[src/include/io_bridge_consts.svh]
`ifndef IO_BRIDGE_CONSTS_SVH
`define IO_BRIDGE_CONSTS_SVH

`define IO_ADDR_W  16       // port address space
`define IO_DATA_W  32       // bus word
`define IO_LANES   4        // bytes per bus word
`define IO_LEN_W   3        // holds lengths 1..4

`endif

[src/hw/io_bridge_pkg.sv]
`include "io_bridge_consts.svh"

package io_bridge_pkg;

    typedef logic [`IO_ADDR_W-1:0] io_addr_t;
    typedef logic [`IO_DATA_W-1:0] io_data_t;
    typedef logic [7:0]            io_byte_t;
    typedef logic [`IO_LEN_W-1:0]  io_len_t;     // 1..4 bytes
    typedef logic [`IO_LANES-1:0]  lane_sel_t;
    typedef logic [1:0]            lane_idx_t;   // lane number or byte offset

    typedef enum logic {
        OP_READ,
        OP_WRITE
    } io_op_e;

    typedef enum logic [1:0] {
        ST_IDLE,
        ST_FIRST,    // first word on the bus
        ST_SECOND,   // second word, unaligned only
        ST_DONE
    } split_state_e;

endpackage

[src/hw/io_bridge_ifs.sv]
`timescale 1ns/100ps
`include "io_bridge_consts.svh"

// ----------------------------------------
// request as latched by the splitter
// ----------------------------------------
interface io_req_if;
    import io_bridge_pkg::*;

    io_op_e                 op;
    lane_idx_t              offset;     // address bits 1:0
    io_len_t                length;
    logic [`IO_ADDR_W-1:2]  word_adr;
    io_data_t               wdata;      // unrotated write data
    logic                   phase;      // 0 first word, 1 second word
    logic                   active;
    logic                   ack;

    modport split  (output op, offset, length, word_adr, wdata, phase, active,
                    input  ack);
    modport lane   (input  op, offset, length, wdata, phase, active, ack);
    modport master (input  op, offset, length, word_adr, phase, active,
                    output ack);
endinterface

// ----------------------------------------
// one byte lane of the bus word
// ----------------------------------------
interface io_lane_if;
    import io_bridge_pkg::*;

    logic       sel;
    io_byte_t   wr_byte;
    io_byte_t   rd_byte;
    lane_idx_t  rd_pos;     // byte position in the cpu data
    io_byte_t   bus_byte;   // slice of wb_dat_r

    modport lane   (output sel, wr_byte, rd_byte, rd_pos,
                    input  bus_byte);
    modport master (input  sel, wr_byte, rd_byte, rd_pos,
                    output bus_byte);
endinterface

[src/hw/io_request_split.sv]
`timescale 1ns/100ps
`include "io_bridge_consts.svh"

module io_request_split (
    input  logic                     clk,
    input  logic                     rst_n,

    input  logic                     io_read_do,
    input  io_bridge_pkg::io_addr_t  io_read_address,
    input  io_bridge_pkg::io_len_t   io_read_length,
    output logic                     io_read_done,

    input  logic                     io_write_do,
    input  io_bridge_pkg::io_addr_t  io_write_address,
    input  io_bridge_pkg::io_len_t   io_write_length,
    input  io_bridge_pkg::io_data_t  io_write_data,
    output logic                     io_write_done,

    io_req_if.split                  req
);
    import io_bridge_pkg::*;

    split_state_e state;
    split_state_e state_nxt;
    logic         take_read;
    logic         take_write;
    logic         need_second;

    // read wins when both are raised together
    assign take_read  = (state == ST_IDLE) && io_read_do;
    assign take_write = (state == ST_IDLE) && io_write_do && !io_read_do;

    // access runs past byte 3 of the word
    assign need_second = ({1'b0, req.offset} + req.length) > 3'd4;

    // ----------------------------------------
    // phase sequencing
    // ----------------------------------------
    always_comb begin
        state_nxt = state;
        case (state)
            ST_IDLE:   if (take_read || take_write) state_nxt = ST_FIRST;
            ST_FIRST:  if (req.ack) state_nxt = need_second ? ST_SECOND : ST_DONE;
            ST_SECOND: if (req.ack) state_nxt = ST_DONE;
            ST_DONE:   state_nxt = ST_IDLE;
            default:   state_nxt = ST_IDLE;
        endcase
    end

    always_ff @(posedge clk or negedge rst_n) begin
        if (!rst_n) begin
            state <= ST_IDLE;
        end else begin
            state <= state_nxt;
        end
    end

    // request latch
    always_ff @(posedge clk or negedge rst_n) begin
        if (!rst_n) begin
            req.op       <= OP_READ;
            req.offset   <= '0;
            req.length   <= '0;
            req.word_adr <= '0;
            req.wdata    <= '0;
        end else if (take_read) begin
            req.op       <= OP_READ;
            req.offset   <= io_read_address[1:0];
            req.length   <= io_read_length;
            req.word_adr <= io_read_address[`IO_ADDR_W-1:2];
        end else if (take_write) begin
            req.op       <= OP_WRITE;
            req.offset   <= io_write_address[1:0];
            req.length   <= io_write_length;
            req.word_adr <= io_write_address[`IO_ADDR_W-1:2];
            req.wdata    <= io_write_data;
        end else if (state == ST_FIRST && req.ack && need_second) begin
            req.word_adr <= req.word_adr + 1'b1;   // step to next word
        end
    end

    assign req.active = (state == ST_FIRST) || (state == ST_SECOND);
    assign req.phase  = (state == ST_SECOND);

    assign io_read_done  = (state == ST_DONE) && (req.op == OP_READ);
    assign io_write_done = (state == ST_DONE) && (req.op == OP_WRITE);

    // request fields hold from acceptance through done
    a_latch_only_idle: assert property (@(posedge clk) disable iff (!rst_n)
        (state != ST_IDLE) |=> $stable(req.op) && $stable(req.offset)
                               && $stable(req.length) && $stable(req.wdata));

endmodule

[src/hw/io_byte_lane.sv]
`timescale 1ns/100ps

module io_byte_lane #(
    parameter io_bridge_pkg::lane_idx_t LANE = 2'd0
) (
    input  logic    clk,
    input  logic    rst_n,
    io_req_if.lane  req,
    io_lane_if.lane lane
);
    import io_bridge_pkg::*;

    lane_idx_t pos;
    logic      second_word;
    io_byte_t  rd_byte_q;

    // cpu byte that lands on this lane, wraps mod 4
    assign pos = LANE - req.offset;

    // bytes that do not fit above the offset go to the next word
    assign second_word = {1'b0, pos} >= (3'd4 - {1'b0, req.offset});

    assign lane.rd_pos = pos;
    assign lane.sel    = req.active
                         && ({1'b0, pos} < req.length)
                         && (second_word == req.phase);

    // write rotation
    assign lane.wr_byte = req.wdata[8*pos +: 8];

    // ----------------------------------------
    // read capture
    // ----------------------------------------
    always_ff @(posedge clk or negedge rst_n) begin
        if (!rst_n) begin
            rd_byte_q <= '0;
        end else if (req.ack && lane.sel && req.op == OP_READ) begin
            rd_byte_q <= lane.bus_byte;
        end
    end

    assign lane.rd_byte = rd_byte_q;

endmodule

[src/hw/io_bus_master.sv]
`timescale 1ns/100ps
`include "io_bridge_consts.svh"

module io_bus_master (
    input  logic                      clk,
    input  logic                      rst_n,

    io_req_if.master                  req,
    io_lane_if.master                 lane [`IO_LANES],

    output logic [`IO_ADDR_W-1:2]     wb_adr,
    output io_bridge_pkg::io_data_t   wb_dat_w,
    output io_bridge_pkg::lane_sel_t  wb_sel,
    output logic                      wb_we,
    output logic                      wb_cyc,
    output logic                      wb_stb,
    input  io_bridge_pkg::io_data_t   wb_dat_r,
    input  logic                      wb_ack,

    output io_bridge_pkg::io_data_t   io_read_data
);
    import io_bridge_pkg::*;

    logic      bus_busy;
    logic      last_word;
    io_byte_t  lane_byte [`IO_LANES];
    lane_idx_t lane_pos  [`IO_LANES];
    io_data_t  assembled;
    io_data_t  masked;

    // ----------------------------------------
    // lane fan-in and fan-out
    // ----------------------------------------
    for (genvar g = 0; g < `IO_LANES; g++) begin : g_lane
        assign lane[g].bus_byte    = wb_dat_r[8*g +: 8];
        assign wb_sel[g]           = lane[g].sel;
        assign wb_dat_w[8*g +: 8]  = lane[g].wr_byte;
        assign lane_pos[g]         = lane[g].rd_pos;
        // current word straight off the bus, earlier word from the lane
        assign lane_byte[g] = lane[g].sel ? lane[g].bus_byte : lane[g].rd_byte;
    end

    // ----------------------------------------
    // wishbone classic cycle
    // ----------------------------------------
    always_ff @(posedge clk or negedge rst_n) begin
        if (!rst_n) begin
            bus_busy <= 1'b0;
            wb_we    <= 1'b0;
        end else if (bus_busy) begin
            if (wb_ack) begin
                bus_busy <= 1'b0;   // one transaction per word
                wb_we    <= 1'b0;
            end
        end else if (req.active) begin
            bus_busy <= 1'b1;
            wb_we    <= (req.op == OP_WRITE);
        end
    end

    assign wb_cyc  = bus_busy;
    assign wb_stb  = bus_busy;
    assign wb_adr  = req.word_adr;
    assign req.ack = wb_ack && bus_busy;

    assign last_word = req.phase || (({1'b0, req.offset} + req.length) <= 3'd4);

    // gather back to byte 0 upward
    always_comb begin
        assembled = '0;
        for (int i = 0; i < `IO_LANES; i++) begin
            assembled[8*lane_pos[i] +: 8] = lane_byte[i];
        end
        masked = assembled;
        for (int p = 0; p < `IO_LANES; p++) begin
            if (p >= int'(req.length)) begin
                masked[8*p +: 8] = '0;   // past the length
            end
        end
    end

    always_ff @(posedge clk or negedge rst_n) begin
        if (!rst_n) begin
            io_read_data <= '0;
        end else if (req.ack && last_word && req.op == OP_READ) begin
            io_read_data <= masked;   // valid with the done pulse
        end
    end

    // bus outputs stay put until the slave acks
    a_stb_hold: assert property (@(posedge clk) disable iff (!rst_n)
        wb_stb && !wb_ack |=> wb_stb && $stable(wb_adr) && $stable(wb_sel)
                              && $stable(wb_dat_w) && $stable(wb_we));

    a_stb_sel: assert property (@(posedge clk) disable iff (!rst_n)
        wb_stb |-> wb_cyc && (wb_sel != '0));

endmodule

[src/hw/io_bridge.sv]
`timescale 1ns/100ps
`include "io_bridge_consts.svh"

module io_bridge (
    input  logic                      clk,
    input  logic                      rst_n,

    // cpu port read
    input  logic                      io_read_do,
    input  io_bridge_pkg::io_addr_t   io_read_address,
    input  io_bridge_pkg::io_len_t    io_read_length,
    output io_bridge_pkg::io_data_t   io_read_data,
    output logic                      io_read_done,

    // cpu port write
    input  logic                      io_write_do,
    input  io_bridge_pkg::io_addr_t   io_write_address,
    input  io_bridge_pkg::io_len_t    io_write_length,
    input  io_bridge_pkg::io_data_t   io_write_data,
    output logic                      io_write_done,

    // wishbone classic master
    output logic [`IO_ADDR_W-1:2]     wb_adr,
    output io_bridge_pkg::io_data_t   wb_dat_w,
    output io_bridge_pkg::lane_sel_t  wb_sel,
    output logic                      wb_we,
    output logic                      wb_cyc,
    output logic                      wb_stb,
    input  io_bridge_pkg::io_data_t   wb_dat_r,
    input  logic                      wb_ack
);
    import io_bridge_pkg::*;

    io_req_if  req_if ();
    io_lane_if lane_if [`IO_LANES] ();

    //----------------------------------------
    io_request_split u_split (
        .clk              (clk),
        .rst_n            (rst_n),
        .io_read_do       (io_read_do),
        .io_read_address  (io_read_address),
        .io_read_length   (io_read_length),
        .io_read_done     (io_read_done),
        .io_write_do      (io_write_do),
        .io_write_address (io_write_address),
        .io_write_length  (io_write_length),
        .io_write_data    (io_write_data),
        .io_write_done    (io_write_done),
        .req              (req_if)
    );

    //----------------------------------------
    for (genvar g = 0; g < `IO_LANES; g++) begin : g_lanes
        io_byte_lane #(
            .LANE (lane_idx_t'(g))
        ) u_lane (
            .clk   (clk),
            .rst_n (rst_n),
            .req   (req_if),
            .lane  (lane_if[g])
        );
    end

    //----------------------------------------
    io_bus_master u_master (
        .clk          (clk),
        .rst_n        (rst_n),
        .req          (req_if),
        .lane         (lane_if),
        .wb_adr       (wb_adr),
        .wb_dat_w     (wb_dat_w),
        .wb_sel       (wb_sel),
        .wb_we        (wb_we),
        .wb_cyc       (wb_cyc),
        .wb_stb       (wb_stb),
        .wb_dat_r     (wb_dat_r),
        .wb_ack       (wb_ack),
        .io_read_data (io_read_data)
    );

endmodule

[config.mk]
export PLATFORM = sky130hd
export DESIGN_NAME = io_bridge
export DESIGN_NICKNAME = d
export VERILOG_FILES = /design/src/hw/io_bridge_pkg.sv /design/src/hw/io_bridge_ifs.sv /design/src/hw/io_request_split.sv /design/src/hw/io_byte_lane.sv /design/src/hw/io_bus_master.sv /design/src/hw/io_bridge.sv
export VERILOG_INCLUDE_DIRS = /design/src /design/src/include
export SDC_FILE = /design/constraint.sdc
export NUM_CORES = 1
export LEC_CHECK = 0
export BUFFER_PORTS_ARGS = -buffer_cell sky130_fd_sc_hd__buf_2
export CORE_ASPECT_RATIO = 0.5
export CORE_UTILIZATION = 55
export CTS_CLUSTER_DIAMETER = 60
export DETAILED_ROUTE_END_ITERATION = 7
export PLACE_DENSITY = 0.8
export SLEW_MARGIN = 10
export SYNTH_ARGS = -nofsm -noshare
export SYNTH_HDL_FRONTEND = slang
export SYNTH_HIERARCHICAL = 1
export SYNTH_SLANG_ARGS = --single-unit
[constraint.sdc]
create_clock -name clk -period 7.95 [get_ports clk]
set_input_delay 1.59 -clock clk [delete_from_list [all_inputs] [get_ports clk]]
set_output_delay 1.59 -clock clk [all_outputs]
set_load 0.02 [all_outputs]
* Word level (Yosys, flattened, before mapping)
Cells that the tools add are included.
** Operators by class
- Shifts and indexed selects :: 12
- Multiplexer cells :: 31
- Equal/unequal tests :: 11
- Magnitude comparators :: 14
- Reductions and logical operators :: 37
- $add $sub $neg :: 11
- Bitwise logic cells :: 3
** Operator list (count)
- $neg A5 Y34 :: 4
- $shift A8 B34 Y32 const A :: 4
- $shiftx A8 B34 Y32 :: 4
- $shiftx A32 B6 Y8 :: 4
- $bwmux W32 :: 3
- $mux W8 :: 8
- $mux W14 :: 3
- $and A32 B32 Y32 :: 1
- $logic_and A1 B1 Y1 :: 26
- $add A14 B1 Y14 const B :: 1
- $ge A2 B3 Y1 :: 4
- $lt A2 B3 Y1 :: 4
- $mux W2 :: 5
- $mux W1 :: 9
- $pmux W2 S4 :: 1
- $ge A1 B3 Y1 const A :: 2
- $ge A2 B3 Y1 const A :: 2
- $mux W3 :: 2
- $ne A2 B2 Y1 const B :: 3
- $eq A1 B1 Y1 :: 4
- $eq A2 B2 Y1 const B :: 2
- $reduce_and A2 Y1 :: 2
- $reduce_bool A2 Y1 :: 2
- $sub A1 B2 Y2 const A :: 2
- other kinds (13) :: 17
** Word-level totals
- Output and inout port bits :: 87
- Word-level logic and storage cells :: 132
- Register bits after elaboration :: 120
- Input port bits :: 107

* Depth between registers and ports, before layout
Gate-level depths: netlist of run 1.
- Word-level depth :: 11
- Gate-level depth with buffers :: 11
- Depth with buffers taken out :: 9

* Hierarchy
The synthesis of run 1 kept the hierarchy.
** By module, submodules not included
- io_bus_master :: cells each 398, seq. area each 850.8 µm², area each 3754.9 µm², instances 1
- io_request_split :: cells each 255, seq. area each 1351.3 µm², area each 2841.5 µm², instances 1
- io_byte_lane (g_lanes[3].u_lane) :: cells each 47, seq. area each 200.2 µm², area each 671.9 µm², instances 1
- io_byte_lane (g_lanes[0].u_lane) :: cells each 40, seq. area each 200.2 µm², area each 659.4 µm², instances 1
- io_byte_lane (g_lanes[2].u_lane) :: cells each 39, seq. area each 200.2 µm², area each 655.6 µm², instances 1
- io_byte_lane (g_lanes[1].u_lane) :: cells each 38, seq. area each 200.2 µm², area each 644.4 µm², instances 1

* Least setup slack after synthesis of run 1
OpenSTA, ideal clock, no wires.
- Kind :: reg2out
- Start :: register u_split.req.offset[0]
- End :: output port wb_sel[3]
- Path slack :: 4.104 ns
- Required time :: 6.360 ns
- Arrival :: 2.256 ns
- Cell stages (with the launch flop) :: 9
- Buffers on the path :: 2
- Cell sequence :: dfrtp_1 buf_6 inv_1 ha_1 xor2_1 a21oi_1 xnor2_1 a2111oi_0 buf_4
** On the way
- Word-level cells in the longest chain between the ends :: 4
- Elaborated cells between the ends (all ways) :: 7
- Classes of those cells :: add/sub (2); order compare (2); eq/ne (1); reduce/logical (2)
** Ends and longest elaborated chain
- start: declaration :: RTL line io_bridge_ifs.sv:19 : modport split (output op, offset, length, word_adr, wdata, phase, active,
- start signal: assignment :: RTL line io_request_split.sv:68 : req.offset <= io_read_address[1:0];
- start signal: assignment :: RTL line io_request_split.sv:73 : req.offset <= io_write_address[1:0];
- $sub A2 B2 Y2 (*) :: RTL line io_byte_lane.sv:18 : assign pos = LANE - req.offset;
- net lane_if[3].rd_pos[0] :: RTL line io_bridge_ifs.sv:35 : lane_idx_t rd_pos;
- $ge A2 B3 Y1 / $lt A2 B3 Y1 (equally long branches) :: RTL line io_byte_lane.sv:21, io_byte_lane.sv:25
- $eq A1 B1 Y1 / $logic_and A1 B1 Y1 (equally long branches) :: RTL line io_byte_lane.sv:26, io_byte_lane.sv:25
- $logic_and A1 B1 Y1 (*) :: RTL line io_byte_lane.sv:26 : && (second_word == req.phase);
- end: declaration :: RTL line io_bridge.sv:25 : output io_bridge_pkg::lane_sel_t wb_sel,
Mark *: on every way through the listed nets, which the timed path passes. The rest lies on a longest branch.

* Worst setup path after layout of run 1
- Start :: register u_split.req.offset[0]
- End :: output port wb_sel[0]
** On the way
- Word-level cells in the longest chain between the ends :: 4
- Elaborated cells between the ends (all ways) :: 7
- Classes of those cells :: add/sub (2); order compare (2); eq/ne (1); reduce/logical (2)
** Ends and longest elaborated chain (RTL line)
- $sub A1 B2 Y2 (*) :: io_byte_lane.sv:18
- net lane_if[0].rd_pos[1] :: io_bridge_ifs.sv:35
- $ge A2 B3 Y1 / $lt A2 B3 Y1 (equally long branches) :: io_byte_lane.sv:21, io_byte_lane.sv:25
- $eq A1 B1 Y1 / $logic_and A1 B1 Y1 (equally long branches) :: io_byte_lane.sv:26, io_byte_lane.sv:25
- $logic_and A1 B1 Y1 (*) :: io_byte_lane.sv:26
Marks and branches as above.

==> flow_metrics.env, run 1 <==
export IMPL_status="finished, violations left"
export IMPL_violations="DRC"
export IMPL_ys_warn_count=6
export IMPL_cap_violations=0
export IMPL_num_io_pins=194
export IMPL_cts_path_max_buffers=2
export IMPL_dr_total_vias=7138
export IMPL_fin_hold_ws_ns=0.4926
export IMPL_timing_final_crit_share_pct=66.41
export IMPL_max_vdd_ir_drop_mv=0.2817
export IMPL_dr_first_iter_drc_count=608
export IMPL_synth_seq_cells=120
export IMPL_post_route_util_pct=62.41
export IMPL_use_met1_pct=37.94
export IMPL_antenna_found_initial=0
export IMPL_endpoint_kind="output port"
export IMPL_finClkSkew_ns=0.01281
export IMPL_syn_avg_cell_area_um2=11.29
export IMPL_route_detailed_drc=2
export IMPL_cts_tree="yes"
export IMPL_routabilityCongestion=0.8843
export IMPL_clock_latency_ns=0.42
export IMPL_crit_required_ns=6.36
export IMPL_cts_clk_slew_worst_paths_ns=0.06
export IMPL_core_um2=16390
export IMPL_synth_edf_count=0
export IMPL_drt_total_wl_mm=22.98
export IMPL_relSlewSlack_pct=36.67
export IMPL_busiest_layer="met2"
export IMPL_synthToLayoutAreaGrowth_pct=10.86
export IMPL_worstSetupPathType="flip-flop to output port"
export IMPL_initial_core_util_pct=56.29
export IMPL_crit_fanout=50
export IMPL_grt_pass1_wl_mm=36.63
export IMPL_tns_ns=0
export IMPL_yosysSeqAreaShare_pct=32.54
export IMPL_powerDensity_nw_per_um2=510.4
export IMPL_firstDrtPassIters=8
export IMPL_hold_buffers=0
export IMPL_postCtsSetupBuffers=0
export IMPL_grt_use_total_pct=27.41
export IMPL_clock_sinks=120
export IMPL_std_cell_rows=33
export IMPL_synth_cells=817
export IMPL_nNetsFinal=1046
export IMPL_crit_path_frequent_cell="ha_1"
export IMPL_most_common_layout_cells="buf_2 (192), dfrtp_1 (119), mux2_2 (66)"
export IMPL_layout_commonest_cell="buf_2"
export IMPL_grtUsageMet2_pct=43.48
export IMPL_synthFlopType="dfrtp_1"
export IMPL_grt_pass1_vias=6857
export IMPL_die_h_um=93.59
export IMPL_h_tree_depth=4
export IMPL_crit_path_start_kind="flip-flop"
export IMPL_dp_hpwl_mm=16.75
export IMPL_cts_resized=0
export IMPL_place_area_um2=9614
export IMPL_dieArea_um2=17330
export IMPL_max_freq_ghz=0.1894
export IMPL_antennaDiodeCount=0
export IMPL_synth_nets=962
export IMPL_cts_root_buf="clkbuf_16"
export IMPL_setup_viol=0
export IMPL_grt_overflow_total=0
export IMPL_vias_per_cell=6.256
export IMPL_yosysUniqueCellTypes=77
export IMPL_die_x_um=185.2
export IMPL_io_buffers=193
export IMPL_use_met3_pct=6.425
export IMPL_worstMarginPinSlew_ns=0.9427
export IMPL_hold_violations=0
export IMPL_detail_route_antenna_nets=0
export IMPL_p_leak_nw=4.752
export IMPL_hold_path_class="flip-flop to flip-flop"
export IMPL_numCtsBuffers=17
export IMPL_rsz0062_at_grt="false"
export IMPL_synthArstFlopShare_pct=100.0
export IMPL_finalPower_mw=5.221
export IMPL_slowest_delay_ns=0.68
export IMPL_synthesis_area_um2=9228
export IMPL_cp_slowest_cell="ha_1"
export IMPL_layout_drive_gt1_share_pct=38.40
export IMPL_crit_chain="buf_4 > inv_1 > ha_1 > ha_1 > a21oi_2 > o211a_1 > buf_2"
export IMPL_period_minus_slack_ns=5.280
export IMPL_stdcell_area_um2=10230
export IMPL_cpLargestDelayFamily="adder cells"
export IMPL_path_buf_inv=3
export IMPL_slew_viol_final=0
export IMPL_arrival_ns=3.69
export IMPL_grt_max_degree=67
export IMPL_wl_per_cell_um=20.14
layer usage:
| layer | wire length, um | vias to the layer above | share of wire, % |
|---|---|---|---|
| li1 | - | 3246 | - |
| met1 | 10470 | 3572 | 46 |
| met2 | 10660 | 291 | 46 |
| met3 | 1528 | 29 | 6.7 |
| met4 | 320 | 0 | 1.4 |
| met5 | 0 | - | 0 |
through the flow:
stage | instances | setup slack (ns)
6_report | 1141 | 2.670
5_1_grt | 1141 | 2.423
4_1_cts | 1141 | 2.651
3_5_place_dp | 1109 | 3.114
3_3_place_gp | 1109 | 3.253
2_1_floorplan | 817 | 4.104
state kept, by name, summed over array words and instances, names as in the netlist:
name,count
u_split/req.offset,2
u_master/wb_cyc,1
u_master/io_read_data,32
u_master/wb_we,1
u_split/req.op,1
u_split/req.wdata,32
g_lanes.u_lane/lane.rd_byte,32
u_split/state,2
u_split/req.word_adr,14
u_split/req.length,3
synthesized netlist by cell type (6+ instances only):
| cell type | instances | area [um^2] |
|---|---|---|
| o21ai_0 | 45 | 225.2 |
| clkbuf_1 | 22 | 82.58 |
| a21o_1 | 8 | 60.06 |
| mux2_2 | 66 | 743.2 |
| mux4_1 | 27 | 709.4 |
| dfrtp_1 | 120 | 3003 |
| buf_4 | 90 | 675.7 |
| o211a_1 | 7 | 70.07 |
| ha_1 | 36 | 450.4 |
| nor2_1 | 23 | 86.33 |
| a41o_1 | 9 | 90.09 |
| a21oi_1 | 29 | 145.1 |
| o221ai_1 | 15 | 131.4 |
| a32o_1 | 32 | 320.3 |
| a22oi_1 | 6 | 45.04 |
| mux2i_1 | 31 | 310.3 |
| nand2_1 | 21 | 78.83 |
| nand3_1 | 7 | 35.03 |
| buf_2 | 8 | 40.04 |
| nor2b_1 | 10 | 62.56 |
| buf_6 | 11 | 123.9 |
| mux2_4 | 25 | 375.4 |
| a221o_1 | 17 | 170.2 |
| inv_1 | 34 | 127.6 |
report_power, final:
part,switching (mW),leakage (nW),internal (mW)
registers,0.293,1.51,0.900
clock network,0.309,0.288,0.499
logic,1.83,2.95,1.38
total,2.44,4.75,2.78
cell families (layout without fill, tap and decap cells):
group | after synthesis | count (layout) | synth area share, %
AOI/OAI and AO/OA | 209 | 209 | 17.51
xor gates and xnor gates | 7 | 7 | 0.6644
DFF | 120 | 120 | 32.54
adders and majority gates | 38 | 38 | 5.315
muxes | 154 | 154 | 24.39
and+or+nand+nor | 119 | 119 | 8.000
buffers and inverters | 170 | 267 | 11.58
path summary, 6_finish.rpt:
check                                    startpoint                                 to  slack, ns  depth (start not counted)
min                        u_master/io_read_data[4]           u_master/io_read_data[4]       0.49                          1
min in group asynchronous                     rst_n  g_lanes[3].u_lane/lane.rd_byte[4]       1.26                          1
max reg2reg                   u_split/req.offset[0]           u_master/io_read_data[6]       3.78                          9
max                           u_split/req.offset[0]                          wb_sel[0]       2.67                          7
max in group asynchronous                     rst_n              u_split/req.offset[0]       5.34                          2
min reg2reg                u_master/io_read_data[4]           u_master/io_read_data[4]       0.49                          1
layout make-up:
type	count	area, um^2
timing repair buffer	200	1021
sequential	120	3004
inverter	35	131.4
clock buffer	17	425.4
clock inverter	15	190.2
fill	1335	6162
tap	227	284.0
multi-input combinational	527	5174
(Power assumes the default switching activity.)
==> inputs of run 2 (changes only) <==
==> constraint.sdc (replaced) <==
create_clock -name clk -period 5.4 [get_ports clk]
set_input_delay 1.08 -clock clk [delete_from_list [all_inputs] [get_ports clk]]
set_output_delay 1.08 -clock clk [all_outputs]
set_load 0.02 [all_outputs]
==> flow_metrics.env, run 2 (synthesis gave the netlist of run 1 again) <==
export IMPL_crit_fanout=51
export IMPL_endpoint_kind="output port"
export IMPL_dp_hpwl_mm=17.11
export IMPL_crit_required_ns=4.32
export IMPL_arrival_ns=3.18
export IMPL_slew_viol_final=0
export IMPL_violations="DRC"
export IMPL_layout_commonest_cell="buf_2"
export IMPL_postCtsSetupBuffers=0
export IMPL_antenna_found_initial=0
export IMPL_finClkSkew_ns=0.007368
export IMPL_drt_total_wl_mm=23.56
export IMPL_grt_pass1_wl_mm=37.03
export IMPL_dr_first_iter_drc_count=601
export IMPL_final_cells=1141
export IMPL_tns_ns=0
export IMPL_crit_path_frequent_cell="ha_1"
export IMPL_io_buffers=193
export IMPL_core_um2=16390
export IMPL_status="finished, violations left"
export IMPL_crit_reg2reg_launch="u_split/req.offset[0]"
export IMPL_initial_core_util_pct=56.29
export IMPL_dieArea_um2=17330
export IMPL_r2r_setup_slack_ns=1.57
export IMPL_die_x_um=185.2
export IMPL_hold_path_class="flip-flop to flip-flop"
export IMPL_grt_max_degree=78
export IMPL_dr_total_vias=7221
export IMPL_cpLargestDelayFamily="buffers and inverters"
export IMPL_grt_overflow_total=0
export IMPL_crit_chain="buf_4 > ha_1 > inv_1 > ha_1 > a21oi_2 > o211a_1 > buf_2"
export IMPL_routabilityCongestion=0.8889
export IMPL_nNetsFinal=1046
export IMPL_cp_slowest_cell="buf_4"
export IMPL_vias_per_cell=6.329
export IMPL_fin_hold_ws_ns=0.4966
export IMPL_path_buf_inv=3
export IMPL_num_io_pins=194
export IMPL_firstDrtPassIters=7
export IMPL_crit_end="wb_sel[2]"
export IMPL_cts_path_max_buffers=2
export IMPL_h_tree_depth=4
export IMPL_crit_start="u_split/req.offset[0]"
export IMPL_worstMarginPinSlew_ns=1.120
export IMPL_powerDensity_nw_per_um2=747.2
export IMPL_numCtsBuffers=17
export IMPL_grt_use_total_pct=27.63
export IMPL_cp_depth=7
export IMPL_cap_violations=0
export IMPL_timing_final_crit_share_pct=78.88
export IMPL_slowest_delay_ns=0.55
export IMPL_rsz0062_at_grt="false"
export IMPL_wl_per_cell_um=20.65
export IMPL_route_detailed_drc=2
export IMPL_crit_path_start_kind="flip-flop"
export IMPL_dp_cells=1109
export IMPL_p_leak_nw=4.726
export IMPL_std_cell_rows=33
export IMPL_max_freq_ghz=0.2348
export IMPL_most_common_layout_cells="buf_2 (192), dfrtp_1 (119), mux2_2 (66)"
export IMPL_cts_root_buf="clkbuf_16"
export IMPL_relSlewSlack_pct=24.78
export IMPL_cts_resized=0
export IMPL_worstSetupPathType="flip-flop to output port"
export IMPL_synthToLayoutAreaGrowth_pct=10.35
export IMPL_setup_viol=0
export IMPL_max_vdd_ir_drop_mv=0.4225
export IMPL_grt_pass1_vias=7019
export IMPL_clock_latency_ns=0.41
export IMPL_period_minus_slack_ns=4.259
export IMPL_hold_violations=0
export IMPL_detail_route_antenna_nets=0
export IMPL_cts_clk_slew_worst_paths_ns=0.06
export IMPL_antennaDiodeCount=0
export IMPL_worstReg2RegEnd="u_master/io_read_data[7]"
export IMPL_die_h_um=93.59
export IMPL_layout_drive_gt1_share_pct=38.29
export IMPL_clock_sinks=120
export IMPL_ff2ff_path_depth=10
export IMPL_cts_tree="yes"
export IMPL_hold_buffers=0
[run 2: cell type report]
| type | instances | area, um^2 |
|---|---|---|
| clock inverters | 13 | 125.1 |
| clock buffers | 19 | 442.9 |
| inverters | 35 | 131.4 |
| flip-flops and latches | 120 | 3004 |
| fillers | 1367 | 6210 |
| repair buffers | 200 | 1021 |
| multi-input cells | 527 | 5174 |
| well taps | 227 | 284.0 |
[run 2: metal layers]
layer / vias to the layer above / share of wire, % / track usage (%)
met2: 312 / 47 / 44.96
met1: 3640 / 44 / 37.87
met3: 34 / 6.6 / 5.101
met4: 0 / 1.6 / 7.576
met5: - / 0 / 0
li1: 3235 / - / -
[run 2: worst reg2reg max path, delay by kind of cell (launching register included)]
kind | cells | cell delay [ns]
AOI/OAI and AO/OA | 5 | 1.28
adders and majority gates | 2 | 0.87
buffers and inverters | 2 | 0.72
muxes | 1 | 0.44
DFF | 1 | 0.40
[run 2: worst min path at each step]
stage / slack (ns) / cells past startpoint / endpoint / start
2_1_floorplan: 0.48 / 1 / g_lanes[0].u_lane/lane.rd_byte[6] / g_lanes[0].u_lane/lane.rd_byte[6]
3_3_place_gp: 0.48 / 1 / u_master/io_read_data[15] / u_master/io_read_data[15]
3_5_place_dp: 0.48 / 1 / u_master/io_read_data[14] / u_master/io_read_data[14]
4_1_cts: 0.50 / 1 / u_master/io_read_data[14] / u_master/io_read_data[14]
5_1_grt: 0.52 / 1 / u_master/io_read_data[14] / u_master/io_read_data[14]
6_report: 0.50 / 1 / u_master/io_read_data[14] / u_master/io_read_data[14]
[run 2: where the power goes]
part	leakage, nW	internal (mW)	switching [mW]
Combinational	2.95	2.04	2.71
Sequential	1.51	1.33	0.446
Clock	0.262	0.648	0.444
[run 2: through the flow]
stage,total power [mW],cell area (um^2),util (%),worst slack [ns]
floorplan,5.685,9228,-,2.064
global placement,6.316,9614,58.65,1.652
detailed placement,6.464,9614,58.65,1.584
CTS,7.592,10180,62.12,1.134
global route,8.070,10180,62.12,0.9651
finish,7.608,10180,62.12,1.141
==> inputs of run 3 (changes only) <==
--- a/config.mk
+++ b/config.mk
@@ -8,10 +8,10 @@
 export LEC_CHECK = 0
 export BUFFER_PORTS_ARGS = -buffer_cell sky130_fd_sc_hd__buf_2
 export CORE_ASPECT_RATIO = 0.5
-export CORE_UTILIZATION = 55
+export CORE_UTILIZATION = 51
 export CTS_CLUSTER_DIAMETER = 60
 export DETAILED_ROUTE_END_ITERATION = 7
-export PLACE_DENSITY = 0.8
+export PLACE_DENSITY = 0.78
 export SLEW_MARGIN = 10
 export SYNTH_ARGS = -nofsm -noshare
 export SYNTH_HDL_FRONTEND = slang
==> constraint.sdc (replaced) <==
create_clock -name clk -period 3.6 [get_ports clk]
set_input_delay 0.72 -clock clk [delete_from_list [all_inputs] [get_ports clk]]
set_output_delay 0.72 -clock clk [all_outputs]
set_load 0.02 [all_outputs]
==> flow_metrics.env, run 3 (synthesis gave the netlist of run 1 again) <==
export IMPL_crit_chain="clkinvlp_4 > ha_1 > xor2_1 > a21oi_2 > xnor2_1 > a2111oi_2 > buf_4 > buf_2"
export IMPL_die_x_um=192.2
export IMPL_max_vdd_ir_drop_mv=0.6756
export IMPL_drt_met1_wl_mm=10.28
export IMPL_cts_tree="yes"
export IMPL_route_detailed_drc=0
export IMPL_dr_total_vias=7309
export IMPL_most_common_layout_cells="buf_2 (192), dfrtp_1 (118), mux2_2 (66)"
export IMPL_tns_ns=0
export IMPL_path_buf_inv=3
export IMPL_detail_route_antenna_nets=0
export IMPL_initial_core_util_pct=52.65
export IMPL_dp_cells=1125
export IMPL_post_route_util_pct=59.23
export IMPL_num_io_pins=194
export IMPL_synthToLayoutAreaGrowth_pct=12.50
export IMPL_firstDrtPassIters=5
export IMPL_endpoint_kind="output port"
export IMPL_core_um2=17530
export IMPL_h_tree_depth=4
export IMPL_clock_latency_ns=0.42
export IMPL_wl_per_cell_um=21.06
export IMPL_cts_clk_slew_worst_paths_ns=0.06
export IMPL_grt_pass1_vias=7340
export IMPL_period_minus_slack_ns=3.276
export IMPL_dp_slack_ns=0.3065
export IMPL_cts_path_max_buffers=2
export IMPL_io_buffers=193
export IMPL_powerDensity_nw_per_um2=1142
export IMPL_timing_final_crit_share_pct=91.01
export IMPL_vias_per_cell=6.306
export IMPL_die_h_um=97.12
export IMPL_hold_path_class="primary input to asynchronous set/reset pin"
export IMPL_nNetsFinal=1057
export IMPL_slowest_delay_ns=0.54
export IMPL_dr_wl_met2_mm=11.83
export IMPL_cts_root_buf="clkbuf_16"
export IMPL_hold_violations=0
export IMPL_routabilityCongestion=0.9155
export IMPL_numCtsBuffers=17
export IMPL_grt_pass1_wl_mm=39.05
export IMPL_final_cells=1159
export IMPL_drt_total_wl_mm=24.41
export IMPL_setup_viol=0
export IMPL_cap_violations=0
export IMPL_finalWorstSetupSlack_ns=0.3236
export IMPL_multi_input_area_um2=5177
export IMPL_wl_met3_mm=1.873
export IMPL_antenna_found_initial=0
export IMPL_grt_overflow_total=0
export IMPL_stdcell_area_um2=10380
export IMPL_crit_path_start_kind="flip-flop"
export IMPL_hold_buffers=0
export IMPL_dp_hpwl_mm=17.63
export IMPL_layout_commonest_cell="buf_2"
export IMPL_arrival_ns=2.56
export IMPL_crit_required_ns=2.88
export IMPL_fill_cells=1455
export IMPL_regArea_um2=3008
export IMPL_place_area_um2=9703
export IMPL_rsz0062_at_grt="false"
export IMPL_worstMarginPinSlew_ns=1.183
export IMPL_p_leak_nw=4.828
export IMPL_layout_drive_gt1_share_pct=39.46
export IMPL_antennaDiodeCount=0
export IMPL_grt_use_total_pct=26.71
export IMPL_crit_fanout=14
export IMPL_cpLargestDelayFamily="flip-flops"
export IMPL_worstSetupPathType="flip-flop to output port"
export IMPL_relSlewSlack_pct=20.50
export IMPL_status="complete, no violations"
export IMPL_cp_slowest_cell="dfrtp_4"
export IMPL_top_layer_used="met4"
export IMPL_std_cell_rows=34
export IMPL_dr_first_iter_drc_count=597
export IMPL_slew_viol_final=0
export IMPL_dieArea_um2=18670
export IMPL_max_freq_ghz=0.3052
export IMPL_finClkSkew_ns=0.008901
export IMPL_clock_sinks=120
export IMPL_grt_max_degree=121
[run 3: area by class of cell]
| class | count | share of cell area [%] |
|---|---|---|
| Clock buffer | 17 | 4.098 |
| Timing Repair Buffer | 211 | 10.75 |
| Tap cell | 234 | 2.820 |
| Clock inverter | 15 | 2.182 |
| Inverter | 35 | 1.302 |
| Sequential cell | 120 | 28.97 |
| Multi-Input combinational cell | 527 | 49.87 |
[run 3: power breakdown]
group          total, mW  leakage, nW  switching [mW]  internal [mW]
Clock               1.90        0.309           0.671           1.23
Sequential          2.69         1.51           0.700           1.99
Combinational       7.26         3.01            4.10           3.16
Total               11.9         4.83            5.47           6.38
[run 3: timing repair]
action / in CTS / in global routing
endpoints found under the hold margin: 0 / 0
buffers inserted: 0 / 2
resized for setup: 1 / 3
endpoints found under the setup margin: 1 / 1
[run 3: per-stage QoR]
stage	power (mW)	hold slack [ns]
6_report	11.85	0.4024
5_1_grt	12.54	0.4633
4_1_cts	11.78	0.4308
3_5_place_dp	9.837	0.4864
3_3_place_gp	9.628	0.4819
2_1_floorplan	8.527	0.4244
[run 3: worst paths after layout]
path                       depth (start not counted)                         to                 startpoint  slack [ns]
min                                                2  u_master/io_read_data[13]                      rst_n        0.40
max reg2reg                                        8  u_master/io_read_data[28]      u_split/req.offset[0]        0.38
min in group clk                                   1  u_master/io_read_data[29]  u_master/io_read_data[29]        0.49
max in group asynchronous                          2      u_split/req.offset[0]                      rst_n        2.66
max                                                8                  wb_sel[3]      u_split/req.offset[0]        0.32
min reg2reg                                        1  u_master/io_read_data[29]  u_master/io_read_data[29]        0.49
[run 3: metal layers]
layer | track usage (%) | vias to the layer above
li1 | - | 3262
met1 | 35.38 | 3669
met2 | 43.50 | 333
met3 | 6.284 | 45
met4 | 7.874 | 0
met5 | 0 | -
